===== src/rtl/ooo_pkg.sv =====
package ooo_pkg;

    //////////////////////////////
    // sizes
    //////////////////////////////
    localparam int xlen       = 32;
    localparam int reg_num    = 8;
    localparam int rob_size   = 8;
    localparam int rs_size    = 4;
    localparam int mul_stages = 3;     // multiplier latency in cycles

    typedef logic [xlen-1:0]              data_t;
    typedef logic [$clog2(reg_num)-1:0]   reg_idx_t;
    typedef logic [$clog2(rob_size)-1:0]  rob_tag_t;   // rob slot doubles as rename tag
    typedef data_t [reg_num-1:0]          reg_file_t;

    typedef enum logic [2:0] {
        op_add, op_sub, op_and, op_or, op_xor, op_slt, op_addi, op_mul
    } op_t;

    // decoded instruction from the front end
    typedef struct packed {
        op_t      op;
        reg_idx_t rd;
        reg_idx_t rs1;
        reg_idx_t rs2;
        data_t    imm;      // addi only
    } inst_t;

    // one source operand, value valid once ready
    typedef struct packed {
        logic     ready;
        rob_tag_t tag;
        data_t    value;
    } operand_t;

    typedef struct packed {
        logic     valid;
        op_t      op;
        rob_tag_t tag;      // destination rob slot
        operand_t src1;
        operand_t src2;
    } rs_entry_t;

    typedef struct packed {
        logic     valid;
        op_t      op;
        rob_tag_t tag;
        data_t    a;
        data_t    b;
    } issue_t;

    // common data bus, one result per cycle
    typedef struct packed {
        logic     valid;
        rob_tag_t tag;
        data_t    value;
    } cdb_t;

    typedef struct packed {
        logic     valid;
        reg_idx_t rd;
        data_t    value;
    } commit_t;

    typedef enum logic [1:0] {
        rob_empty, rob_waiting, rob_done
    } rob_state_t;

endpackage

===== src/rtl/register_file.sv =====
module register_file (
    input  logic               clock,
    input  logic               reset,
    input  ooo_pkg::commit_t   commit,
    output ooo_pkg::reg_file_t registers
);

    ooo_pkg::reg_file_t regs;

    // architectural state, written in program order
    always_ff @(posedge clock) begin
        if (reset) begin
            regs <= '0;
        end else if (commit.valid && commit.rd != '0) begin
            regs[commit.rd] <= commit.value;
        end
    end

    always_comb begin
        registers    = regs;
        registers[0] = '0;      // x0 hardwired
    end

endmodule


===== config.mk =====
export PLATFORM = sky130hd
export DESIGN_NAME = register_file
export DESIGN_NICKNAME = d
export VERILOG_FILES = /design/src/rtl/ooo_pkg.sv /design/src/rtl/register_file.sv
export SDC_FILE = /design/constraint.sdc
export NUM_CORES = 1
export LEC_CHECK = 0
export BUFFER_PORTS_ARGS = -buffer_cell sky130_fd_sc_hd__buf_2
export CORE_MARGIN = 2
export CORE_UTILIZATION = 50
export CTS_BUF_LIST = sky130_fd_sc_hd__clkbuf_4 sky130_fd_sc_hd__clkbuf_8 sky130_fd_sc_hd__clkbuf_16
export DETAILED_ROUTE_END_ITERATION = 6
export GPL_ROUTABILITY_DRIVEN = 0
export HOLD_SLACK_MARGIN = 0.02
export PLACE_DENSITY_LB_ADDON = 0.3
export SYNTH_ARGS = -nofsm -noshare
export SYNTH_HDL_FRONTEND = slang
export SYNTH_SLANG_ARGS = --single-unit
export TNS_END_PERCENT = 100

===== constraint.sdc =====
create_clock -name clock -period 1.51 [get_ports clock]
set_input_delay 0.2265 -clock clock [delete_from_list [all_inputs] [get_ports clock]]
set_output_delay 0.2265 -clock clock [all_outputs]
set_load 0.005 [all_outputs]

# Word-level counts from Yosys, hierarchy flattened
# Cells that the tools add are included.
[word_totals]
ff_bits = 256
in_bits = 38
wordCells = 16
[op_classes]
order_cmp = 2
muxes = 3
reduce_logical = 3
[ops]
columns = ["operator", "count"]
rows = [
  ["256-bit bitwise mux", 1],
  ["32-bit demux with 3-bit select", 1],
  ["32-bit 2-to-1 mux", 1],
  ["3-bit by 4-bit < comparator with 1-bit output (second input constant)", 1],
  ["3-bit by 1-bit >= comparator with 1-bit output (second input constant)", 1],
  ["3-bit nonzero test", 1],
  ["1-bit logical AND", 2],
]

# Depth between registers and ports, before layout
[logic_depth]
ltp_word = 5
ltp_mapped = 5
depth_no_buf = 2

# Worst setup path after synthesis
# OpenSTA, ideal clock, no wires.
[synth_timing]
path_kind = "in2reg"
from = "input commit[33] in the netlist's numbering"
to = "register regs (netlist bit registers[40])"
setup_ns = 0.072
t_arrival_ns = 1.096
path_slack_ns = 0.343
cell_stages = 5
path_buffers = 3
cell_sequence = "buf_4 -> and4bb_1 -> buf_6 -> buf_12 -> mux2i_1"
[synth_via]
elab_chain_cells = 5
elab_cells_between_ends = 8
classes_between = "2 x order compare; 3 x mux; 3 x reduce/logical"
[synth_rtl]
columns = ["element", "line_no", "rtl"]
rows = [
  ["start: declaration", "register_file.sv:4", "input ooo_pkg::commit_t commit,"],
  ["3-bit by 4-bit < comparator with 1-bit output (implied by the code) / 3-bit by 1-bit >= comparator with 1-bit output (equally long branches)", "register_file.sv:15", "regs[commit.rd] <= commit.value;"],
  ["1-bit logical AND (implied by the code)", "register_file.sv:15", ""],
  ["32-bit 2-to-1 mux (implied by the code)", "register_file.sv:15", ""],
  ["32-bit demux with 3-bit select", "register_file.sv:15", ""],
  ["256-bit bitwise mux", "register_file.sv:15", ""],
  ["end signal: indexed assignment", "register_file.sv:15", ""],
  ["end: declaration", "register_file.sv:8", "ooo_pkg::reg_file_t regs;"],
]
# Several ways; a longest one is shown, not always the timed one.
# A chain may end at the register's enable or synchronous reset.

# Worst setup path after layout
[layout_timing]
from = "register regs (netlist bit registers[47])"
to = "output registers[47] in the netlist's numbering"
[layout_rtl]
columns = ["element", "line_no", "rtl"]
rows = [
  ["end: declaration", "register_file.sv:5", "output ooo_pkg::reg_file_t registers"],
]
# No word-level cell between the ends.

==> impl_metrics.csv <==
group,metric,value,unit
outcome,status,"finished clean",
routing,wirelength,22.0,mm
setup_path,r2r.worst_path.cells,2,
finish,fin_area,11300,um^2
finish,areaGrowthSynthToFinish,25.2,%
clock_network,clk_latency,490,ps
hold_path,hold_path_startpoint,"commit[0]",
hold_path,whs_endpoint,"registers[160]$_SDFFE_PP0P_",
place,pre_cts_ws,191,ps
clock_network,ctsHoldBuffers,0,
finish,largest_reg_flops,224,
synth,ys.flop_type,"dfxtp_1",
clock_network,numCtsBuffers,23,
synth,synth.yosys.seq_area_share,0.495,
finish,stdcell_count,1305,
hold_path,hold_depth,3,
global_routing,grt_max_degree,60,
timing,rsz0062_at_grt,"no",
timing,max_freq,0.827,GHz
setup_path,max_stage_delay,360,ps
floorplan,die_w,139,um
setup_path,critPathKind,"reg2out",
synth,netlist_area,9060,um^2
timing,period_share,0.801,
setup_path,end_kind,"primary output",
synth,synth_commonest_cells,"nand2b_1 (256), dfxtp_1 (224), mux2i_1 (224), buf_4 (39), clkbuf_1 (27)",
finish,layout-drive-gt1-share,0.313,
synth,yosysMostFrequentCell,"nand2b_1",
setup_path,critical_path.top_delay_family,"flip-flops",
setup_path,cp-start-kind,"register",
power,vdd_drop_max,0.993,mV
routing,drt_iter0_drc,148,
floorplan,start_util,0.508,
timing,period_minus_slack,1210,ps
power,powerDensity,1110,nW/um^2
timing,final_max_slew_viol_count,0,
finish,seqCellArea,4480,um^2
global_routing,grtUsageTotal,0.221,
routing,via_per_inst,4.85,
setup_path,critPathSlowestCell,"dfxtp_1",
routing,first_pass_iters,4,
global_routing,grt_antenna_before_repair,1,
floorplan,num_rows,49,
place,placed_area,10600,um^2
place,port_buffers,261,
floorplan,boundaryPins,294,
setup_path,cp.required,1280,ps
place,dp_hpwl,14.8,mm
finish,multi_input_area,4140,um^2
clock_network,cts-root-buf,"clkbuf_16",
routing,drcViolationCount,0,
synth,yosysUniqueCellTypes,13,
clock_network,clk_pin_slew,60,ps
timing,finalSetupViolations,0,
setup_path,timing.rr.end,"registers[161]$_SDFFE_PP0P_",
floorplan,core-area,17800,um^2
routing,num_vias,6330,
clock_network,post-cts-setup-buffers,0,
timing,hold_viol_final,0,
flow_run,drv_cap,0,
routing,wire_per_inst,16.9,um
setup_path,r2r-start,"registers[161]$_SDFFE_PP0P_",
finish,num-fill-cells,1497,
synth,synth_edf_count,0,
synth,synth_area_per_cell,11.3,um^2
finish,final_nets,1098,
synth,ys_ff_latch,224,
timing,finalSetupTns,0,ps
global_routing,gr-total-overflow,0,
power,p_total,12.5,mW
timing,fin_skew,0,ps
setup_path,cp_cell_sequence,"buf_2",
global_routing,grt_pass1_vias,6329,
clock_network,htreeDepth,1,
synth,synth_top_area_cell,"dfxtp_1",
clock_network,cts_sinks,224,
synth,netlist_instances,802,
clock_network,cts_resized,0,
routing,antenna_left,0,
finish,final_util,0.635,
timing,timing.final.ws_setup,301,ps
synth,yosys-top-cells-area,"dfxtp_1 (50%), mux2i_1 (25%), nand2b_1 (18%), buf_4 (3.2%), buf_6 (1.2%)",
setup_path,r2r_slack,830,ps
clock_network,tritoncts,"yes",
synth,ys.warnings.count,0,
setup_path,crit_arrival,980,ps
global_routing,grt_first_pass_wirelength,34.9,mm
power,p_leak,6.21,nW
setup_path,crit_buf_inv,1,
place,place_inst,1264,
timing,hold_ws,137,ps
hold_path,hp-class,"in2reg",
clock_network,cts_buffer_depth,3,
floorplan,die_height,139,um
setup_path,worst-path-max-fanout,2,
synth,synth_async_sr_flop_share,0,
synth,yosysTopAreaCellShare,0.495,
floorplan,die_area,19200,um^2
[worst max-delay path by stage]
stage	endpoint	from	slack [ps]	cells past startpoint
after global routing	registers[94]	registers[94]$_SDFFE_PP0P_	250	1
after global placement	registers[94]$_SDFFE_PP0P_	commit[35]	250	4
after detailed placement	registers[37]$_SDFFE_PP0P_	commit[35]	190	4
final	registers[47]	registers[47]$_SDFFE_PP0P_	300	1
after floorplan	registers[40]$_SDFFE_PP0P_	commit[33]	340	5
after CTS	registers[95]	registers[95]$_SDFFE_PP0P_	290	1
[metal layers]
metal | track usage | up-vias | routed length (um)
met5 | 0 | - | 0
met3 | 0.0521 | 28 | 1390
met2 | 0.372 | 186 | 10400
met1 | 0.289 | 3019 | 9800
li1 | - | 3097 | -
met4 | 0.0542 | 0 | 407
[tightest hold or removal path, delay by kind of cell]
kind          cells  cell delay (ps)
mux               1              150
buf+inv           1               80
simple gates      1              140
[kinds of logic after synthesis]
| kind of cell | after synthesis | share of synthesized area |
|---|---|---|
| simple gates | 265 | 0.193 |
| other cells | 1 | 0.000414 |
| mux | 224 | 0.248 |
| flops | 224 | 0.495 |
| buf+inv | 88 | 0.0642 |
[placed cells by master, fill, tap and decap left out, drive strengths merged]
master    synthesis  layout
and4bb            2       2
buf              61     290
bufinv            0       1
clkbuf           27      31
clkinv            0       6
clkinvlp          0       2
conb              1      32
dfxtp           224     224
diode             0       1
mux2i           224     224
nand2b          256     256
nand4             1       1
nand4b            3       3
nand4bb           3       3
[area by class of cell]
class                           instances  share of cell area
Sequential cell                       224               0.396
Clock inverter                          9             0.00662
Clock buffer                           31              0.0594
Tap cell                              229              0.0253
Timing Repair Buffer                  290               0.148
Antenna cell                            1            0.000221
Multi-Input combinational cell        521               0.365
[report_power, final]
part           switching [mW]  total [mW]  internal (mW)
Combinational           0.452       0.872          0.420
Clock                    2.28        5.57           3.29
Sequential             0.0655        6.11           6.04
Power figures use the tool's default switching activity.
