==> src/rtl/ooo_pkg.sv <==
package ooo_pkg;

    //////////////////////////////
    // sizes
    //////////////////////////////
    localparam int xlen       = 32;
    localparam int reg_num    = 8;
    localparam int rob_size   = 8;
    localparam int rs_size    = 4;
    localparam int mul_stages = 3;     // multiplier latency in cycles

    typedef logic [xlen-1:0]              data_t;
    typedef logic [$clog2(reg_num)-1:0]   reg_idx_t;
    typedef logic [$clog2(rob_size)-1:0]  rob_tag_t;   // rob slot doubles as rename tag
    typedef data_t [reg_num-1:0]          reg_file_t;

    typedef enum logic [2:0] {
        op_add, op_sub, op_and, op_or, op_xor, op_slt, op_addi, op_mul
    } op_t;

    // decoded instruction from the front end
    typedef struct packed {
        op_t      op;
        reg_idx_t rd;
        reg_idx_t rs1;
        reg_idx_t rs2;
        data_t    imm;      // addi only
    } inst_t;

    // one source operand, value valid once ready
    typedef struct packed {
        logic     ready;
        rob_tag_t tag;
        data_t    value;
    } operand_t;

    typedef struct packed {
        logic     valid;
        op_t      op;
        rob_tag_t tag;      // destination rob slot
        operand_t src1;
        operand_t src2;
    } rs_entry_t;

    typedef struct packed {
        logic     valid;
        op_t      op;
        rob_tag_t tag;
        data_t    a;
        data_t    b;
    } issue_t;

    // common data bus, one result per cycle
    typedef struct packed {
        logic     valid;
        rob_tag_t tag;
        data_t    value;
    } cdb_t;

    typedef struct packed {
        logic     valid;
        reg_idx_t rd;
        data_t    value;
    } commit_t;

    typedef enum logic [1:0] {
        rob_empty, rob_waiting, rob_done
    } rob_state_t;

endpackage
==> src/rtl/dispatcher.sv <==
module dispatcher (
    input  logic                    clock,
    input  logic                    reset,
    input  logic                    instr_valid,
    input  ooo_pkg::inst_t          instr,
    input  ooo_pkg::reg_file_t      registers,
    input  ooo_pkg::rob_tag_t       rob_tag,         // slot handed out this cycle
    input  logic                    rob_full,
    input  logic [1:0]              src_pending,     // index 0 is rs1
    input  ooo_pkg::rob_tag_t [1:0] src_tag,
    input  ooo_pkg::data_t [1:0]    src_done_value,
    input  logic [1:0]              src_done,
    input  logic                    rs_full,
    input  ooo_pkg::cdb_t           cdb,
    output logic                    stall,
    output logic                    rs_load,
    output ooo_pkg::rs_entry_t      rs_entry,
    output logic                    rob_alloc,
    output ooo_pkg::reg_idx_t       rob_rd
);

    logic                     accept;
    ooo_pkg::reg_idx_t [1:0]  src_reg;
    ooo_pkg::operand_t [1:0]  src;
    ooo_pkg::rs_entry_t       next_entry;

    assign stall     = rs_full | rob_full;     // no room in rs or rob
    assign accept    = instr_valid & ~stall;
    assign rob_alloc = accept;                 // rob takes the slot at this edge
    assign rob_rd    = instr.rd;
    assign src_reg   = {instr.rs2, instr.rs1};

    // operand source priority: regfile, done rob entry, live bus, else wait on tag
    always_comb begin
        for (int s = 0; s < 2; s++) begin
            src[s].tag = src_tag[s];
            if (!src_pending[s]) begin
                src[s].ready = 1'b1;
                src[s].value = registers[src_reg[s]];
            end else if (src_done[s]) begin
                src[s].ready = 1'b1;            // finished, not yet committed
                src[s].value = src_done_value[s];
            end else if (cdb.valid && cdb.tag == src_tag[s]) begin
                src[s].ready = 1'b1;            // producer broadcasting right now
                src[s].value = cdb.value;
            end else begin
                src[s].ready = 1'b0;
                src[s].value = '0;
            end
        end
        // immediate replaces rs2
        if (instr.op == ooo_pkg::op_addi) begin
            src[1].ready = 1'b1;
            src[1].value = instr.imm;
        end
    end

    always_comb begin
        next_entry.valid = 1'b1;
        next_entry.op    = instr.op;
        next_entry.tag   = rob_tag;
        next_entry.src1  = src[0];
        next_entry.src2  = src[1];
    end

    always_ff @(posedge clock) begin
        if (reset) begin
            rs_load <= 1'b0;
        end else begin
            rs_load <= accept;
        end
    end

    // entry payload, only meaningful with rs_load
    always_ff @(posedge clock) begin
        if (accept) begin
            rs_entry <= next_entry;
        end
    end

endmodule

==> config.mk <==
export PLATFORM = sky130hd
export DESIGN_NAME = dispatcher
export DESIGN_NICKNAME = d
export VERILOG_FILES = /design/src/rtl/ooo_pkg.sv /design/src/rtl/dispatcher.sv
export SDC_FILE = /design/constraint.sdc
export NUM_CORES = 1
export LEC_CHECK = 0
export BUFFER_PORTS_ARGS = -buffer_cell sky130_fd_sc_hd__buf_2
export CORE_AREA = 5 5 193 195
export DETAILED_ROUTE_END_ITERATION = 16
export DIE_AREA = 0 0 198 200
export GPL_TIMING_DRIVEN = 0
export PLACE_DENSITY = 0.54
export SETUP_SLACK_MARGIN = 0.15
export SLEW_MARGIN = 20
export SYNTH_ARGS = -nofsm -noshare
export SYNTH_HDL_FRONTEND = slang
export SYNTH_SLANG_ARGS = --single-unit
==> constraint.sdc <==
create_clock -name clock -period 18.4 [get_ports clock]
set_input_delay 4.6 -clock clock [delete_from_list [all_inputs] [get_ports clock]]
set_output_delay 4.6 -clock clock [all_outputs]
set_load 0.05 [all_outputs]
# ---- After elaboration in Yosys (flattened, before gate mapping)
# Cells that the tools add are included.
dict set report classes {
  shift 0
  div 0
  reduce_logical 4
  bitwise 5
  mux 13
  mul 0
  n_lt_le_gt_ge 2
  eq_ne 3
  add_sub_neg 0
}
# op count
set ops {}
lappend ops {{$mux W32} 9}
lappend ops {{$bmux W32 S3} 2}
lappend ops {{$lt A3 B4 Y1 const B} 2}
lappend ops {{$eq A3 B3 Y1} 2}
lappend ops {{$eq A3 B3 Y1 const B} 1}
lappend ops {{$not A1 Y1} 3}
lappend ops {{$reduce_or A3 Y1} 1}
lappend ops {{$logic_and A1 B1 Y1} 2}
lappend ops {{$mux W1} 2}
lappend ops {{$reduce_or A2 Y1} 1}
lappend ops {{$and A1 B1 Y1} 1}
lappend ops {{$or A1 B1 Y1} 1}
dict set report totals {
  word_cells 36
  mem_bits_rw 0
  rom_bits 0
  ff_bits 79
  n_memories 0
  in_bits 418
  latch_bits 0
}

# ---- Logic depth before layout (Yosys ltp)
dict set report logic_depth {
  ltp_word 6
  ltp_mapped 6
  depth_no_buf 4
}

# ---- Worst setup path after synthesis
# No wires, ideal clock.
dict set report synth_timing {
  path_kind {input to output}
  startpoint {input port rob_full}
  endpoint {output port rob_alloc}
  path_stages 2
  slack_ps 4808
  arrival_ps 8992
  path_cell_list {or2_1 -> nor2_1}
}
dict set report synth_between {
  elab_chain_len 3
}
# item line_no
set synth_rtl {}
lappend synth_rtl {{start, declared} dispatcher.sv:8} ;# input logic rob_full,
lappend synth_rtl {{$or A1 B1 Y1} dispatcher.sv:27} ;# assign stall = rs_full | rob_full;
lappend synth_rtl {{$not A1 Y1} dispatcher.sv:28} ;# assign accept = instr_valid & ~stall;
lappend synth_rtl {{$and A1 B1 Y1} dispatcher.sv:28}
lappend synth_rtl {{end, declared} dispatcher.sv:18} ;# output logic rob_alloc,
# No other way between the ends.

# ---- Worst setup path in the final report
# Same ends and word-level chain as after synthesis.

==> impl_metrics.yaml <==
status:
  status: "finished, final reports clean"
logic_synthesis:
  synth-seq-area-share_pct: 30.54
  synth_cells: 668
  synth_nets: 1086
  avgSynthCellArea_um2: 11.58
  synth-seq-cells: 79
  synthesis.area_um2: 7736
  synth_top_area_share_pct: 30.28
  synth_area_leaders: "edfxtp_1 (30%), mux4_2 (18%), mux2i_1 (17%)"
  ys.flop_type: "edfxtp_1"
  yosysTopAreaCell: "edfxtp_1"
  synth_edf_count: 78
  synthArstFlopShare_pct: 0
  yosysWarnings: 0
  synth_cell_types: 31
grt:
  overflow: 0
  grt_pass1_vias: 9607
  grt_max_degree: 23
  grt_pass1_wl_um: 65430
  antenna_found_initial: 10
  grt_usage_pct: 22.84
clock_tree:
  cts_root_buf: "clkbuf_16"
  cts_tree: "yes"
  h-tree-depth: 3
  post_cts_buffers: 0
  cts_made_buffers: 9
  path_clk_slew_ns: 0.07
  cts.sinks: 79
  cts_resized: 0
  clock_path_buffers: 2
  cts_hold_buf: 0
timing:
  rsz0062_at_grt: "no"
  period_share_pct: 59.43
  setup-tns-final_ns: 0
  max_freq_mhz: 91.45
  slew-limit-headroom_pct: 31.64
  slew_violations: 0
  setup_viol: 0
  period_needed_ns: 10.94
  worstMarginPinSlew_ns: 1.025
  hold_viol: 0
cells_and_area:
  fillers: 3767
  syn_to_final_growth_pct: 44.10
  fin_nets: 1591
  drive_above_1_share_pct: 54.50
  final_util_pct: 31.65
worst_hold_path:
  hold_class: "in2reg"
power_and_ir_drop:
  switching_share_pct: 36.81
  p_leak_uw: 0.004779
  max-vdd-ir-drop_mv: 0.03933
  power_frac_clock_pct: 29.5
  p_int_uw: 422.8
  switchingPower_uw: 246.3
  seqPwrFrac_pct: 31.9
  combPwrFrac_pct: 38.6
  p_per_area_nw_per_um2: 60.01
place:
  io_buffers: 491
  globalplace.congestion: 0.9120
  place_hpwl_um: 38250
die:
  ioPinCount: 503
  die_w_um: 198
  initial_core_util_pct: 21.96
  die_h_um: 200
  coreArea_um2: 35220
  die-area_um2: 39600
  rows: 69
setup_path:
  cp-startpoint: "rob_full"
  start_kind: "input pin"
  path_max_fanout: 22
  crit_required_ns: 13.80
  critPathKind: "in2out"
  crit_path_end: "rob_alloc"
  crit_path_end_kind: "output pin"
  arrival_ns: 6.34
route:
  vias: 8966
  routed_wl_um: 47820
  vias_per_cell: 5.464
  antenna_left: 0
  drtPass1Iterations: 5
  wl_per_cell_um: 29.14
  route.detailed.drc: 0
  drtIter0Drc: 716
run:
  maxCapViolations: 0
-- cells in the final DEF, fill, tap and decap left out, types with 4 or more instances in the layout --
master | netlist | routed
clkbuf_16 | 0 | 9
mux2i_1 | 128 | 128
xor2_1 | 6 | 6
mux4_2 | 62 | 62
nor2b_1 | 33 | 33
a22oi_1 | 32 | 32
clkbuf_1 | 37 | 38
o32ai_1 | 32 | 32
buf_1 | 5 | 5
buf_6 | 4 | 4
a221oi_1 | 32 | 32
a211oi_1 | 4 | 4
a21oi_1 | 32 | 32
edfxtp_1 | 78 | 78
o22ai_1 | 64 | 64
buf_2 | 30 | 521
buf_4 | 6 | 6
nand2b_1 | 5 | 5
a211oi_2 | 28 | 28
nor2_1 | 33 | 32
-- worst min-delay path by stage --
| stage | start | slack [ns] | depth (start not counted) | end |
|---|---|---|---|---|
| floorplan | reset | 4.68 | 1 | rs_load |
| global placement | reset | 4.76 | 2 | rs_load |
| detailed placement | reset | 4.76 | 2 | rs_load |
| CTS | reset | 4.37 | 2 | rs_load |
| global route | reset | 4.39 | 2 | rs_load |
| finish | reset | 4.40 | 2 | rs_load |
-- kinds of logic after synthesis --
logic type                Yosys count  synth area share [%]
DFF                                79                 30.54
other                               1               0.04847
and+or+nand+nor                    81                 5.580
AOI/OAI and AO/OA                 225                 22.63
muxes                             192                 35.29
buffers and inverters              84                 5.240
xor gates and xnor gates            6                0.6793
-- state kept, by name, indices dropped and copies added, names as in the netlist --
signal	count
rs_entry	78
rs_load	1
-- area by class of cell --
| type | count | area (um^2) | share of cell area (%) |
|---|---|---|---|
| Clock buffer | 10 | 229.0 | 2.054 |
| Inverter | 2 | 7.507 | 0.06734 |
| Sequential cell | 79 | 2362 | 21.19 |
| Timing Repair Buffer | 494 | 2525 | 22.65 |
| Buffer | 82 | 397.9 | 3.569 |
| Multi-Input combinational cell | 505 | 4976 | 44.64 |
| Antenna cell | 2 | 5.005 | 0.04489 |
| Clock inverter | 6 | 68.82 | 0.6173 |
| Tap cell | 461 | 576.8 | 5.174 |
-- critical path, stage by stage --
cell,delay [ns]
buf_2,0.09
or2_1,0.27
nor2_4,0.57
buf_12,0.27
buf_16,0.19
buf_2,0.29
-- per-stage QoR --
step	worst slack (ns)	hold WS [ns]	total power [uW]	cells	area (um^2)
finish	7.465	4.398	669.0	1641	11150
global route	7.395	4.393	696.7	1640	11150
CTS	7.470	4.374	675.1	1639	11140
detailed placement	7.478	4.764	474.1	1623	10850
global placement	2.226	4.765	471.4	1620	10770
floorplan	4.808	4.677	364.9	668	7736
-- layer usage --
metal  vias up  wire length (um)  share of wire (%)  track usage (%)
li1       3844                 -                  -                -
met2       562             22690                 47            38.14
met3        92              3878                8.1            5.690
met5         -                85               0.18                0
met4        14              1439                3.0            7.702
met1      4454             19730                 41            29.06
-- power by group through the flow --
stage	Clock [uW]	Combinational [uW]	Sequential [uW]
4_1_cts	204	258	213
6_report	198	258	213
3_3_place_gp	0	253	218
3_5_place_dp	0	257	217
5_1_grt	209	273	214
2_1_floorplan	0	114	251
-- Yosys cell counts (30+ instances only) --
| library cell | instances |
|---|---|
| a21oi_1 | 32 |
| a221oi_1 | 32 |
| a22oi_1 | 32 |
| buf_2 | 30 |
| clkbuf_1 | 37 |
| edfxtp_1 | 78 |
| mux2i_1 | 128 |
| mux4_2 | 62 |
| nor2_1 | 33 |
| nor2b_1 | 33 |
| o22ai_1 | 64 |
| o32ai_1 | 32 |
No activity file was read; power rests on OpenSTA's default activity.
