**src/rtl/ooo_pkg.sv**
```systemverilog
package ooo_pkg;

    //////////////////////////////
    // sizes
    //////////////////////////////
    localparam int xlen       = 32;
    localparam int reg_num    = 8;
    localparam int rob_size   = 8;
    localparam int rs_size    = 4;
    localparam int mul_stages = 3;     // multiplier latency in cycles

    typedef logic [xlen-1:0]              data_t;
    typedef logic [$clog2(reg_num)-1:0]   reg_idx_t;
    typedef logic [$clog2(rob_size)-1:0]  rob_tag_t;   // rob slot doubles as rename tag
    typedef data_t [reg_num-1:0]          reg_file_t;

    typedef enum logic [2:0] {
        op_add, op_sub, op_and, op_or, op_xor, op_slt, op_addi, op_mul
    } op_t;

    // decoded instruction from the front end
    typedef struct packed {
        op_t      op;
        reg_idx_t rd;
        reg_idx_t rs1;
        reg_idx_t rs2;
        data_t    imm;      // addi only
    } inst_t;

    // one source operand, value valid once ready
    typedef struct packed {
        logic     ready;
        rob_tag_t tag;
        data_t    value;
    } operand_t;

    typedef struct packed {
        logic     valid;
        op_t      op;
        rob_tag_t tag;      // destination rob slot
        operand_t src1;
        operand_t src2;
    } rs_entry_t;

    typedef struct packed {
        logic     valid;
        op_t      op;
        rob_tag_t tag;
        data_t    a;
        data_t    b;
    } issue_t;

    // common data bus, one result per cycle
    typedef struct packed {
        logic     valid;
        rob_tag_t tag;
        data_t    value;
    } cdb_t;

    typedef struct packed {
        logic     valid;
        reg_idx_t rd;
        data_t    value;
    } commit_t;

    typedef enum logic [1:0] {
        rob_empty, rob_waiting, rob_done
    } rob_state_t;

endpackage
```
**src/rtl/execute_units.sv**
```systemverilog
module execute_units (
    input  logic            clock,
    input  logic            reset,
    input  ooo_pkg::issue_t issue,
    output logic            alu_free,
    output ooo_pkg::cdb_t   cdb
);

    ooo_pkg::cdb_t                               alu_q;      // alu output register
    ooo_pkg::cdb_t                               alu_hold;   // result that lost the bus
    ooo_pkg::cdb_t [ooo_pkg::mul_stages-1:0]     mul_pipe;
    ooo_pkg::cdb_t                               mul_out;
    ooo_pkg::data_t                              alu_value;
    logic                                        alu_issue;
    logic                                        mul_issue;
    logic                                        alu_sent;
    logic                                        hold_sent;
    logic                                        alu_park;

    assign alu_issue = issue.valid && issue.op != ooo_pkg::op_mul;
    assign mul_issue = issue.valid && issue.op == ooo_pkg::op_mul;

    //////////////////////////////
    // alu
    //////////////////////////////
    always_comb begin
        case (issue.op)
            ooo_pkg::op_add,
            ooo_pkg::op_addi: alu_value = issue.a + issue.b;   // b is imm for addi
            ooo_pkg::op_sub:  alu_value = issue.a - issue.b;
            ooo_pkg::op_and:  alu_value = issue.a & issue.b;
            ooo_pkg::op_or:   alu_value = issue.a | issue.b;
            ooo_pkg::op_xor:  alu_value = issue.a ^ issue.b;
            ooo_pkg::op_slt:  alu_value = ooo_pkg::data_t'($signed(issue.a) < $signed(issue.b));
            default:          alu_value = '0;                  // mul handled below
        endcase
    end

    //////////////////////////////
    // bus arbitration
    //////////////////////////////
    assign mul_out   = mul_pipe[ooo_pkg::mul_stages-1];
    assign hold_sent = alu_hold.valid && !mul_out.valid;
    assign alu_sent  = alu_q.valid && !mul_out.valid && !alu_hold.valid;
    // move into hold when hold is empty or draining this cycle
    assign alu_park  = alu_q.valid && !alu_sent && (!alu_hold.valid || hold_sent);
    assign alu_free  = !alu_hold.valid;

    // mul first, then the held result, then the fresh one
    always_comb begin
        if (mul_out.valid) begin
            cdb = mul_out;
        end else if (alu_hold.valid) begin
            cdb = alu_hold;
        end else begin
            cdb = alu_q;            // invalid when idle
        end
    end

    always_ff @(posedge clock) begin
        if (reset) begin
            alu_q    <= '0;
            alu_hold <= '0;
        end else begin
            if (alu_issue) begin
                alu_q.valid <= 1'b1;
                alu_q.tag   <= issue.tag;
                alu_q.value <= alu_value;
            end else if (alu_sent || alu_park) begin
                alu_q.valid <= 1'b0;
            end
            if (alu_park) begin
                alu_hold <= alu_q;
            end else if (hold_sent) begin
                alu_hold.valid <= 1'b0;
            end
        end
    end

    //////////////////////////////
    // multiplier
    //////////////////////////////
    always_ff @(posedge clock) begin
        if (reset) begin
            mul_pipe <= '0;
        end else begin
            mul_pipe[0].valid <= mul_issue;
            mul_pipe[0].tag   <= issue.tag;
            mul_pipe[0].value <= issue.a * issue.b;      // low 32 bits of product
            for (int i = 1; i < ooo_pkg::mul_stages; i++) begin
                mul_pipe[i] <= mul_pipe[i-1];
            end
        end
    end

endmodule

```
**config.mk**
```make
export PLATFORM = sky130hd
export DESIGN_NAME = execute_units
export DESIGN_NICKNAME = d
export VERILOG_FILES = /design/src/rtl/ooo_pkg.sv /design/src/rtl/execute_units.sv
export SDC_FILE = /design/constraint.sdc
export NUM_CORES = 2
export LEC_CHECK = 0
export ABC_AREA = 1
export ABC_CLOCK_PERIOD_IN_PS = 11310
export BUFFER_PORTS_ARGS = -buffer_cell sky130_fd_sc_hd__buf_2
export CELL_PAD_IN_SITES_DETAIL_PLACEMENT = 1
export CELL_PAD_IN_SITES_GLOBAL_PLACEMENT = 2
export CORE_ASPECT_RATIO = 1.4
export CORE_MARGIN = 4
export CORE_UTILIZATION = 35
export CTS_BUF_LIST = sky130_fd_sc_hd__clkbuf_4 sky130_fd_sc_hd__clkbuf_8
export CTS_CLUSTER_SIZE = 20
export DETAILED_ROUTE_END_ITERATION = 8
export PLACE_DENSITY_LB_ADDON = 0.08
export SLEW_MARGIN = 5
export SYNTH_ARGS = -nofsm -noshare
export SYNTH_HDL_FRONTEND = slang
export SYNTH_SLANG_ARGS = --single-unit
```
**constraint.sdc**
```tcl
create_clock -name clock -period 11.31 [get_ports clock]
set_input_delay 2.262 -clock clock [delete_from_list [all_inputs] [get_ports clock]]
set_output_delay 2.262 -clock clock [all_outputs]
set_load 0.02 [all_outputs]
```
* After elaboration in Yosys (flattened, before gate mapping)
Cells that the tools add are included.
** Cells by class
- Mux-type cells :: 7
- Bitwise logic cells :: 3
- Multiply operators :: 1
- Reduce and logical (&&, ||, !) cells :: 16
- $add $sub $neg :: 2
- Equal/unequal tests :: 8
- $lt $le $gt $ge :: 1
** Operators by type and width (count)
- $pmux 32 s6 :: 1
- $mux 36 :: 2
- $add 32x32->32 :: 1
- $and 32x32->32 :: 1
- $lt 32x32->1 :: 1
- $mul 32x32->32 :: 1
- $or 32x32->32 :: 1
- $sub 32x32->32 :: 1
- $xor 32x32->32 :: 1
- $eq 3x3->1 const B :: 4
- $logic_and 1x1->1 :: 7
- $eq 3x2->1 const B :: 2
- $mux 1 :: 4
- $reduce_bool 2->1 :: 2
- $eq 3x1->1 const B :: 1
- $logic_not 1->1 :: 3
- $logic_not 3->1 :: 1
- $ne 3x3->1 const B :: 1
- $logic_or 1x1->1 :: 2
- $reduce_or 2->1 :: 1
** Word-level totals
- Output and inout port bits :: 37
- Register bits :: 180
- Word-level logic and storage cells :: 53

* Logic depth before layout (Yosys ltp)
- Word-level depth :: 9
- Gate-level depth with buffers :: 31
- Gate-level depth less buffers :: 30

* Worst setup path after synthesis
OpenSTA, ideal clock, no wires.
- Kind :: input -> register
- From :: in issue[3] in the netlist's numbering
- To :: reg mul_pipe[27] in the netlist's numbering
- Stages :: 24
- Path buffers :: 2
- Setup slack :: 2.926 ns
- Arrival :: 8.270 ns
- Cell sequence :: clkbuf_1 buf_1 nand2_1 inv_1 fa_1 inv_1 fa_1 fa_1 fa_1 inv_1 fa_1 inv_1 fa_1 inv_1 fa_1 fa_1 ha_1 nand2_1 nor2_1 inv_1 o21a_1 o311ai_0 a21oi_1 o21a_1
** Between the ends
- Longest elaborated chain between the ends :: 1
** RTL lines
- from (decl) :: line execute_units.sv:4 : input ooo_pkg::issue_t issue,
- $mul 32x32->32 :: line execute_units.sv:89 : mul_pipe[0].value <= issue.a * issue.b;
- to (signal, indexed assignment) :: line execute_units.sv:91 : mul_pipe[i] <= mul_pipe[i-1];
- to (decl) :: line execute_units.sv:11 : ooo_pkg::cdb_t [ooo_pkg::mul_stages-1:0] mul_pipe;
Every way passes these cells.
A chain may end at the register's enable or synchronous reset.

* Worst setup path in the final report
- From :: in issue[37] in the netlist's numbering
- To :: reg mul_pipe[26] in the netlist's numbering
Same word-level chain as after synthesis.

==> flow_metrics.tcl <==
set metrics [dict create \
    status "complete, no violations" \
    place_ws_ns 1.77 \
    ios 110 \
    synth_flop_cell "dfxtp_1" \
    slowest_stage "buf_2" \
    ctsResizeCount 0 \
    synth_top_area_share_pct 29.0 \
    synth_edf_count 0 \
    grt_pass1_vias 27196 \
    finClkSkew_ns 0.0273 \
    required_ns 11.70 \
    crit_buf_inv 10 \
    antenna_found_initial 2 \
    synth_warnings 0 \
    max_freq_ghz 0.111 \
    clkSinkCount 180 \
    fin_crit_sh_pct 79.6 \
    hold_path.class "flop to flop" \
    drtIter0Drc 1420 \
    finalSetupTns_ns 0 \
    dp_hpwl_um 90900 \
    clock_latency_ns 0.50 \
    grt_overflow 0 \
    crit_path_end_kind "flop" \
    clk_pin_slew_ns 0.11 \
    fin_nets 4696 \
    synth_fp_nets 4720 \
    die_area_mm2 0.0855 \
    arrival_ns 9.40 \
    via_count 25149 \
    critical_path_class "primary input to flop" \
    syn-instance-count 4018 \
    wl_um 115000 \
    chipHeight_um 344 \
    netlist_area_mm2 0.0283 \
    setup_ws_ns 2.30 \
    cts_made_buffers 17 \
    cts_buffer_depth 2 \
    syn_area_per_cell_um2 7.04 \
    track_usage_pct 27.2 \
    start_kind "primary input" \
    drc 0 \
    dieWidth_um 248 \
    fillers 10304 \
    io_buffer_count 109 \
    slowest_delay_ns 0.68 \
    max_cap_viol_count 0 \
    worst_pin_slew_ns 0.997 \
    ctsHoldBuffers 0 \
    maxSlewHeadroom_pct 33.5 \
    root_buffer "clkbuf_8" \
    rows 123 \
    worstPathMaxFanout 19 \
    rsz0062_at_grt "false" \
    cp_common_cell "fa_1" \
    drive_above_1_share_pct 6.01 \
    grt_pass1_wl_um 173000 \
    layout_min_cycle_time_ns 9.01 \
    cts.htree.levels 4 \
    area_delta_synth_final_pct 6.03 \
    firstDrtPassIters 5 \
    grt_max_degree 72 \
    yosys-top-cells-count "inv_1 (1,060), nand2_1 (879), fa_1 (410)" \
    viasPerCell 4.96 \
    synthTopCellsByArea "fa_1 (29%), inv_1 (14%), dfxtp_1 (13%)" \
    cts_tree "yes" \
    ys_async_sr_fraction_pct 0 \
    setup_viol 0 \
    yosysUniqueCellTypes 59 \
    core-area_mm2 0.0803 \
    drv_slew 0 \
    hold_viol 0 \
    post_cts_buffers 0 \
    ys_ff_latch 180 \
    yosysTopAreaCell "fa_1" \
    ys_seq_area_share_pct 12.7 \
    wl_per_cell_um 22.6 \
    ant_nets 0 \
    path_delay_family "adder cells" \
    yosysMostFrequentCell "inv_1" \
    start_util_pct 35.2 \
    gp_congestion 0.914 \
]
## cells by family (layout without fill, tap and decap cells)
family / count (synthesis) / count (layout) / synth area share (%)
compound gates: 583 / 583 / 11.6
buf+inv: 1257 / 1246 / 17.1
flops: 180 / 180 / 12.7
other cells: 0 / 3 / 0
simple gates: 1353 / 1353 / 19.4
xor+xnor: 16 / 16 / 0.522
fa+ha+maj: 629 / 629 / 38.7
## per-stage QoR
stage,utilization [%],std cells,hold WS [ns],instance area (µm²)
2_1_floorplan,-,4018,0.388,28300
3_3_place_gp,36.9,5037,0.389,29600
3_5_place_dp,36.9,5037,0.395,29600
5_1_grt,37.3,5069,0.425,30000
6_report,37.4,5072,0.402,30000
4_1_cts,37.3,5069,0.405,30000
## cells in the final DEF (no fill, tap or decap), types with 18 or more instances in the layout
cell type,Yosys,routed
a21oi_1,275,275
buf_2,32,108
buf_4,8,30
clkbuf_8,1,19
dfxtp_1,180,180
fa_1,410,410
ha_1,219,219
inv_1,1060,1059
nand2_1,879,879
nand3_1,118,116
nand4_1,20,20
nor2_1,269,268
o21ai_0,169,168
o22ai_1,18,18
## state kept, by name, summed over array words and instances (netlist names)
register / count
alu_hold: 36
mul_out: 36
mul_pipe: 72
alu_q: 36
## final timing paths
kind,cells after the start,to,startpoint,slack (ns)
max,28,mul_pipe[26],issue[37],2.30
min,2,mul_pipe[40],mul_pipe[4],0.40
max reg2reg,8,alu_hold[22],mul_out[35],8.16
min reg2reg,2,mul_pipe[40],mul_pipe[4],0.40
## worst register-to-register path: cells and delay by family (launching register included)
family	cells	cell delay, ns
compound gates	2	0.29
simple gates	2	0.57
buf+inv	4	1.85
flops	1	0.32
## layer usage
layer,up-vias,routed length (µm),global-route usage (%)
met5,-,0,0
met4,0,4270,8.63
met3,119,3080,2.05
met2,388,58800,49.9
met1,12785,48700,33.7
li1,11857,-,-
## area by class of cell
class	count	area [µm²]	share of cell area, %
Antenna cell	3	7.51	0.0250
Sequential cell	180	3600	12.0
Clock inverter	12	115	0.384
Tap cell	1062	1330	4.43
Inverter	1076	4040	13.5
Clock buffer	20	269	0.896
Timing Repair Buffer	138	766	2.55
Multi-Input combinational cell	2581	19900	66.2
Power is not shown: default switching activity piles up to over one toggle a cycle in this logic, so the estimate is an artifact.
