--- src/rtl/ooo_pkg.sv ---
package ooo_pkg;

    //////////////////////////////
    // sizes
    //////////////////////////////
    localparam int xlen       = 32;
    localparam int reg_num    = 8;
    localparam int rob_size   = 8;
    localparam int rs_size    = 4;
    localparam int mul_stages = 3;     // multiplier latency in cycles

    typedef logic [xlen-1:0]              data_t;
    typedef logic [$clog2(reg_num)-1:0]   reg_idx_t;
    typedef logic [$clog2(rob_size)-1:0]  rob_tag_t;   // rob slot doubles as rename tag
    typedef data_t [reg_num-1:0]          reg_file_t;

    typedef enum logic [2:0] {
        op_add, op_sub, op_and, op_or, op_xor, op_slt, op_addi, op_mul
    } op_t;

    // decoded instruction from the front end
    typedef struct packed {
        op_t      op;
        reg_idx_t rd;
        reg_idx_t rs1;
        reg_idx_t rs2;
        data_t    imm;      // addi only
    } inst_t;

    // one source operand, value valid once ready
    typedef struct packed {
        logic     ready;
        rob_tag_t tag;
        data_t    value;
    } operand_t;

    typedef struct packed {
        logic     valid;
        op_t      op;
        rob_tag_t tag;      // destination rob slot
        operand_t src1;
        operand_t src2;
    } rs_entry_t;

    typedef struct packed {
        logic     valid;
        op_t      op;
        rob_tag_t tag;
        data_t    a;
        data_t    b;
    } issue_t;

    // common data bus, one result per cycle
    typedef struct packed {
        logic     valid;
        rob_tag_t tag;
        data_t    value;
    } cdb_t;

    typedef struct packed {
        logic     valid;
        reg_idx_t rd;
        data_t    value;
    } commit_t;

    typedef enum logic [1:0] {
        rob_empty, rob_waiting, rob_done
    } rob_state_t;

endpackage
--- src/rtl/reorder_buffer.sv ---
module reorder_buffer (
    input  logic                    clock,
    input  logic                    reset,
    input  logic                    alloc,
    input  ooo_pkg::reg_idx_t       alloc_rd,
    input  ooo_pkg::cdb_t           cdb,
    input  ooo_pkg::reg_idx_t [1:0] lookup_reg,
    output ooo_pkg::rob_tag_t       tag,
    output logic                    full,
    output logic [1:0]              src_pending,
    output ooo_pkg::rob_tag_t [1:0] src_tag,
    output logic [1:0]              src_done,
    output ooo_pkg::data_t [1:0]    src_done_value,
    output ooo_pkg::commit_t        commit
);

    ooo_pkg::rob_state_t                  state [ooo_pkg::rob_size];
    ooo_pkg::reg_idx_t                    dest  [ooo_pkg::rob_size];
    ooo_pkg::data_t                       value [ooo_pkg::rob_size];
    ooo_pkg::rob_tag_t                    head;
    ooo_pkg::rob_tag_t                    tail;
    logic [$clog2(ooo_pkg::rob_size):0]   count;
    logic                                 retire;

    // rename table: youngest in-flight producer per register
    logic [ooo_pkg::reg_num-1:0]          map_valid;
    ooo_pkg::rob_tag_t                    map_tag [ooo_pkg::reg_num];

    assign tag    = tail;
    assign full   = count == ooo_pkg::rob_size;
    assign retire = state[head] == ooo_pkg::rob_done;

    //////////////////////////////
    // source lookup
    //////////////////////////////
    always_comb begin
        for (int s = 0; s < 2; s++) begin
            src_pending[s]    = map_valid[lookup_reg[s]];
            src_tag[s]        = map_tag[lookup_reg[s]];
            src_done[s]       = state[src_tag[s]] == ooo_pkg::rob_done;
            src_done_value[s] = value[src_tag[s]];
            // committed last edge, register file one cycle behind
            if (!map_valid[lookup_reg[s]] && commit.valid && commit.rd == lookup_reg[s]
                && lookup_reg[s] != '0) begin
                src_pending[s]    = 1'b1;
                src_done[s]       = 1'b1;
                src_done_value[s] = commit.value;
            end
        end
    end

    //////////////////////////////
    // allocate, complete, commit
    //////////////////////////////
    always_ff @(posedge clock) begin
        if (reset) begin
            head      <= '0;
            tail      <= '0;
            count     <= '0;
            map_valid <= '0;
            commit    <= '0;
            for (int i = 0; i < ooo_pkg::rob_size; i++) begin
                state[i] <= ooo_pkg::rob_empty;
            end
        end else begin
            commit.valid <= retire;         // one pulse per retired entry
            commit.rd    <= dest[head];
            commit.value <= value[head];
            if (retire) begin
                state[head] <= ooo_pkg::rob_empty;
                head        <= head + 1'b1;
                // only clear if no younger writer took the register
                if (map_valid[dest[head]] && map_tag[dest[head]] == head) begin
                    map_valid[dest[head]] <= 1'b0;
                end
            end
            if (cdb.valid) begin
                state[cdb.tag] <= ooo_pkg::rob_done;
                value[cdb.tag] <= cdb.value;
            end
            if (alloc) begin
                state[tail] <= ooo_pkg::rob_waiting;
                dest[tail]  <= alloc_rd;
                tail        <= tail + 1'b1;
                if (alloc_rd != '0) begin   // x0 never renamed
                    map_valid[alloc_rd] <= 1'b1;
                    map_tag[alloc_rd]   <= tail;
                end
            end
            case ({alloc, retire})
                2'b10:   count <= count + 1'b1;
                2'b01:   count <= count - 1'b1;
                default: count <= count;
            endcase
        end
    end

endmodule

--- config.mk ---
export PLATFORM = sky130hd
export DESIGN_NAME = reorder_buffer
export DESIGN_NICKNAME = d
export VERILOG_FILES = /design/src/rtl/ooo_pkg.sv /design/src/rtl/reorder_buffer.sv
export SDC_FILE = /design/constraint.sdc
export NUM_CORES = 1
export LEC_CHECK = 0
export ABC_AREA = 0
export BUFFER_PORTS_ARGS = -buffer_cell sky130_fd_sc_hd__buf_2
export CORE_AREA = 3 3 216 197
export DETAILED_ROUTE_END_ITERATION = 10
export DIE_AREA = 0 0 219 200
export PLACE_DENSITY = 0.68
export SLEW_MARGIN = 20
export SYNTH_ARGS = -nofsm -noshare
export SYNTH_HDL_FRONTEND = slang
export SYNTH_SLANG_ARGS = --single-unit
--- constraint.sdc ---
create_clock -name clock -period 6.1 [get_ports clock]
set_clock_uncertainty 0.2 [all_clocks]
set_input_delay 1.525 -clock clock [delete_from_list [all_inputs] [get_ports clock]]
set_output_delay 1.525 -clock clock [all_outputs]
set_load 0.005 [all_outputs]
### After elaboration in Yosys (flattened, before gate mapping)

Memory sizes are Yosys's and may differ from the RTL's. A register that Yosys moved wholly into a read port is not among the register bits.
Cells that the tools add are included.

* add/sub/neg operators: 4
* order comparisons: 6
* equality and inequality tests: 9
* mux-type cells: 50
* bitwise gates (word level): 3
* reductions and logical operators: 18

Operators with widths (count)
* 2-to-1 mux 32 bit: 2
* 2-to-1 mux 8 bit: 5
* 2-to-1 mux 1 bit: 27
* 2-to-1 mux 3 bit: 7
* less-than comparator 3 x 4 -> 1 bit, second input constant: 4
* binary-select mux 1 bit (select 3 bit): 3
* equality test 3 bit: 3
* logical AND 1 bit: 9
* nonzero test 3 bit: 3
* bitwise AND 8 bit: 1
* equality test 2 bit, second input constant: 4
* inverter 8 bit: 1
* OR 8 bit: 1
* one-hot mux 4 bit (2 select lines): 1
* adder 3 x 1 -> 3 bit, second input constant: 2
* demux 1 bit (select 3 bit): 2
* greater-or-equal comparator 3 x 1 -> 1 bit, second input constant: 2
* 2-to-1 mux 2 bit: 3
* OR reduction 2 bit: 3
* adder 4 x 1 -> 4 bit, second input constant: 1
* equality test 4 bit, second input constant: 1
* subtractor 4 x 1 -> 4 bit, second input constant: 1
* equality test 2 x 1 -> 1 bit, second input constant: 1
* zero test 1 bit: 2
* nonzero test 2 bit: 1

* register bits after elaboration: 22
* bits in writable memories: 320
* bits of input ports: 48
* memories: 4

Memories
* value: depth 8, width 32, rd ports 3, clocked after memory_dff 1, write ports 1, line reorder_buffer.sv:19 `ooo_pkg::data_t value [ooo_pkg::rob_size];`
* dest: depth 8, width 3, rd ports 1, clocked after memory_dff 1, write ports 1, line reorder_buffer.sv:18 `ooo_pkg::reg_idx_t dest [ooo_pkg::rob_size];`
* map_tag: depth 8, width 3, rd ports 3, clocked after memory_dff 0, write ports 1, line reorder_buffer.sv:27 `ooo_pkg::rob_tag_t map_tag [ooo_pkg::reg_num];`
* state: depth 8, width 2, rd ports 3, clocked after memory_dff 1, write ports 8, line reorder_buffer.sv:17 `ooo_pkg::rob_state_t state [ooo_pkg::rob_size];`

### Longest topological paths before layout

* depth after elaboration: 12
* gate-level depth with buffers: 10

### Least setup slack after synthesis

OpenSTA, ideal clock, no wires.

* path type: input-to-output
* from: in lookup_reg[0] in the netlist's numbering
* to: out src_done_value[10] in the netlist's numbering
* arrival: 3889 ps
* setup slack: 486 ps
* stages on the path: 10
* buffers on the path: 4
* path through: buf_2 > mux4_2 > mux2i_1 > buf_2 > clkbuf_1 > clkbuf_1 > a211oi_1 > a211oi_1 > a21oi_1 > o21ai_0

RTL lines
* start: declaration: line reorder_buffer.sv:7 `input ooo_pkg::reg_idx_t [1:0] lookup_reg,`
* end: declaration: line reorder_buffer.sv:13 `output ooo_pkg::data_t [1:0] src_done_value,`

==> metrics <==
status=finished clean; GP Congestion=0.862; Yosys top cell area share=45.4%; Worst VDD drop=0.237 mV; startpoint class of the critical path=input port; Unique masters post-synth=55; ys flop type=edfxtp_1; Post-Synthesis Cells=1,658; Port Buffers=161; required time of the critical path=4.38 ns; post-route minimum period=5.85 ns; num rows=70; routed wire length on met3=4350 um; first-pass GRT wire length=81,200 um; # DRC=0; r2r worst-path depth=7; Overflow after GRT=0; Pre-Repair DR Iteration Count=5; max layer used=met5; #FFs+latches synth=377; Max Root-Sink Buffers=3; syn avg cell area=12.1 um^2; asr flop ratio synth=0%; core outline area=0.0405 mm^2; final setup vio count=0; clock-pin slew on the worst setup and hold paths=0.06 ns; Initial Utilization=49.7%; DRT iter0 DRCs=1,432; clock sink count=377; post-detail-place hpwl=32,900 um; sum of negative setup slack=0 ns; slew margin rel.=26.4%; top cell family by delay on the critical path=buffers and inverters; setup slack at placement=0.294 ns; final worst setup slack=0.253 ns; Worst Tran Pin Value=1.10 ns; register area share after synthesis=52.6%; Reg area=0.0106 mm^2; nets@finish=1,830; WP depth=12; Setup CP Type=input port to output pin; post-layout util=57.0%; Min-Delay Path Depth=2; CTS Hold Buffers Added=0; # resized after CTS=0; hold slack=0.252 ns; highest cell delay on the worst timing path=0.59 ns; CTS buffer count=41; max cap viols=0; via count=14.6k; critical path, cell by cell=buf_2 > mux4_2 > mux2i_4 > buf_12 > buf_12 > buf_4 > nor2b_1 > a211oi_1 > a211oi_1 > a21oi_1 > o21ai_0 > buf_2; die height=200 um; CTS tree=yes; footprint of the multi-input gates=0.00893 mm^2; vias in the first global route=13.6k; initial antenna violation count=3; fraction of layout cells with a size suffix above 1=21.3%; leakage=7.89 nW; Synth area leaders=edfxtp_1 (45%), mux2i_1 (9.4%), mux4_2 (9.3%), a211oi_1 (7.3%), dfxtp_1 (7.3%); final instance area=0.0230 mm^2; area grow syn2layout=14.5%; WL per Instance=22.9 um; max-slew violation count=0; Crit Path Max Fanout=46; DR WL met2=25,100 um; synthesized area=0.0201 mm^2; Die Wd=219 um; Clock Latency Late Sink=0.56 ns; Critical Path AT=4.12 ns; Yosys warning count=0; total global routing track utilization=24.1%; RSZ-0062 raised after global routing=false; Final Hold Vio Count=0; CTS Root Cell=clkbuf_16; fillers=3,316; Slowest-stage cell, CP=mux4_2; Placed Area=0.0217 mm^2; fmax=0.171 GHz; ANT nets after route=0; crit end category=output pin; EDFF count, synth=304; Ant. Diodes=0; DR vias/cell=6.20; post-route clock period utilization=95.8%; Post-CTS Setup Bufs=0; Synth area leader=edfxtp_1; Ports=162; H-tree depth=2; die area=0.0438 mm^2; Metal-1 WL=23,200 um; Pwr per Cell Area=272 mW/mm^2; critical path buffer and inverter count=5; final wirelength=53,700 um; Hold Path Class=flop to flop; largest net degree at the start of global routing=69
cell families (layout without fill, tap and decap cells):
logic type / count (synthesis) / count (layout) / synth area share [%]
buffers and inverters: 164 / 313 / 3.52
DFF: 377 / 377 / 52.6
and+or+nand+nor: 355 / 355 / 8.96
other: 1 / 3 / 0.0186
adders and majority gates: 6 / 6 / 0.410
AOI/OAI and AO/OA: 467 / 467 / 14.6
xor gates and xnor gates: 10 / 10 / 0.435
muxes: 278 / 278 / 19.4
power breakdown:
part	switching [mW]	internal, mW
Combinational	0.517	0.372
Sequential	0.0557	2.84
Clock	1.02	1.47
cell usage after synthesis, types with 10 or more instances:
library cell and number:
o21ai_0 72, buf_1 10, a211oi_1 195, clkbuf_1 98, dfxtp_1 73, nand2b_1 11
a21oi_1 162, nor2b_1 135, inv_1 24, edfxtp_1 304, mux4_2 83, buf_2 23
nand2_1 93, mux2i_1 189, nor2_1 79
worst reg2reg max path, stage by stage (launching register included):
cell       delay [ns]
dfxtp_1          0.60
mux4_2           0.61
mux2i_4          0.78
mux2i_1          0.20
a22o_1           0.30
or4b_4           0.58
a2111oi_0        0.59
a21oi_1          0.14
metal layers:
metal / GRT usage (%) / vias to the layer above
met4: 6.07 / 4
met3: 4.39 / 85
li1: - / 6649
met2: 38.4 / 591
met5: 0 / -
met1: 34.6 / 7227
registers in the layout, summed over array words and instances, names as in the netlist, named ones only:
| register | cells |
|---|---|
| map_tag | 24 |
| tag | 3 |
| count | 4 |
| map_valid | 8 |
| dest | 24 |
| state | 16 |
| head | 3 |
| value | 256 |
| commit | 36 |
area by class of cell:
class                   instances  area share [%]
clock buffers                  54            4.85
clock inverters                22           0.961
inverters                      26           0.423
multi-input cells            1119            38.8
flip-flops and latches        377            46.0
well taps                     540            2.93
repair buffers                211            6.10
metrics by stage:
stage	power, mW	instances
6_report	6.27	2349
5_1_grt	6.51	2349
4_1_cts	6.32	2349
3_5_place_dp	3.83	2273
3_3_place_gp	3.81	2273
2_1_floorplan	3.49	1660
path summary, 6_finish.rpt:
kind,end,slack (ns),from
worst min-delay path,state[0][1]$_SDFFE_PP0P_,0.25,state[0][1]$_SDFFE_PP0P_
worst max register to register,map_valid[5]$_SDFF_PP0_,1.96,flop
worst max-delay path,src_done_value[32],0.25,lookup_reg[3]
worst min register to register,state[0][1]$_SDFFE_PP0P_,0.25,state[0][1]$_SDFFE_PP0P_
layout by cell type (no fill, tap or decap), types with 7 or more instances in the layout:
| cell type | instances |
|---|---|
| a22oi_1 | 7 |
| clkbuf_1 | 11 |
| a211oi_1 | 195 |
| nand3_1 | 7 |
| mux2i_4 | 7 |
| nor2_1 | 79 |
| buf_2 | 161 |
| edfxtp_1 | 304 |
| clkinv_2 | 10 |
| nand2_1 | 93 |
| mux2i_1 | 183 |
| nand2b_1 | 11 |
| buf_4 | 32 |
| dfxtp_1 | 70 |
| nor2b_1 | 134 |
| clkbuf_16 | 43 |
| mux4_2 | 83 |
| inv_1 | 24 |
| o21ai_0 | 72 |
| a21oi_1 | 162 |
| buf_12 | 18 |
| xor2_1 | 7 |
No activity file was read; power rests on OpenSTA's default activity.
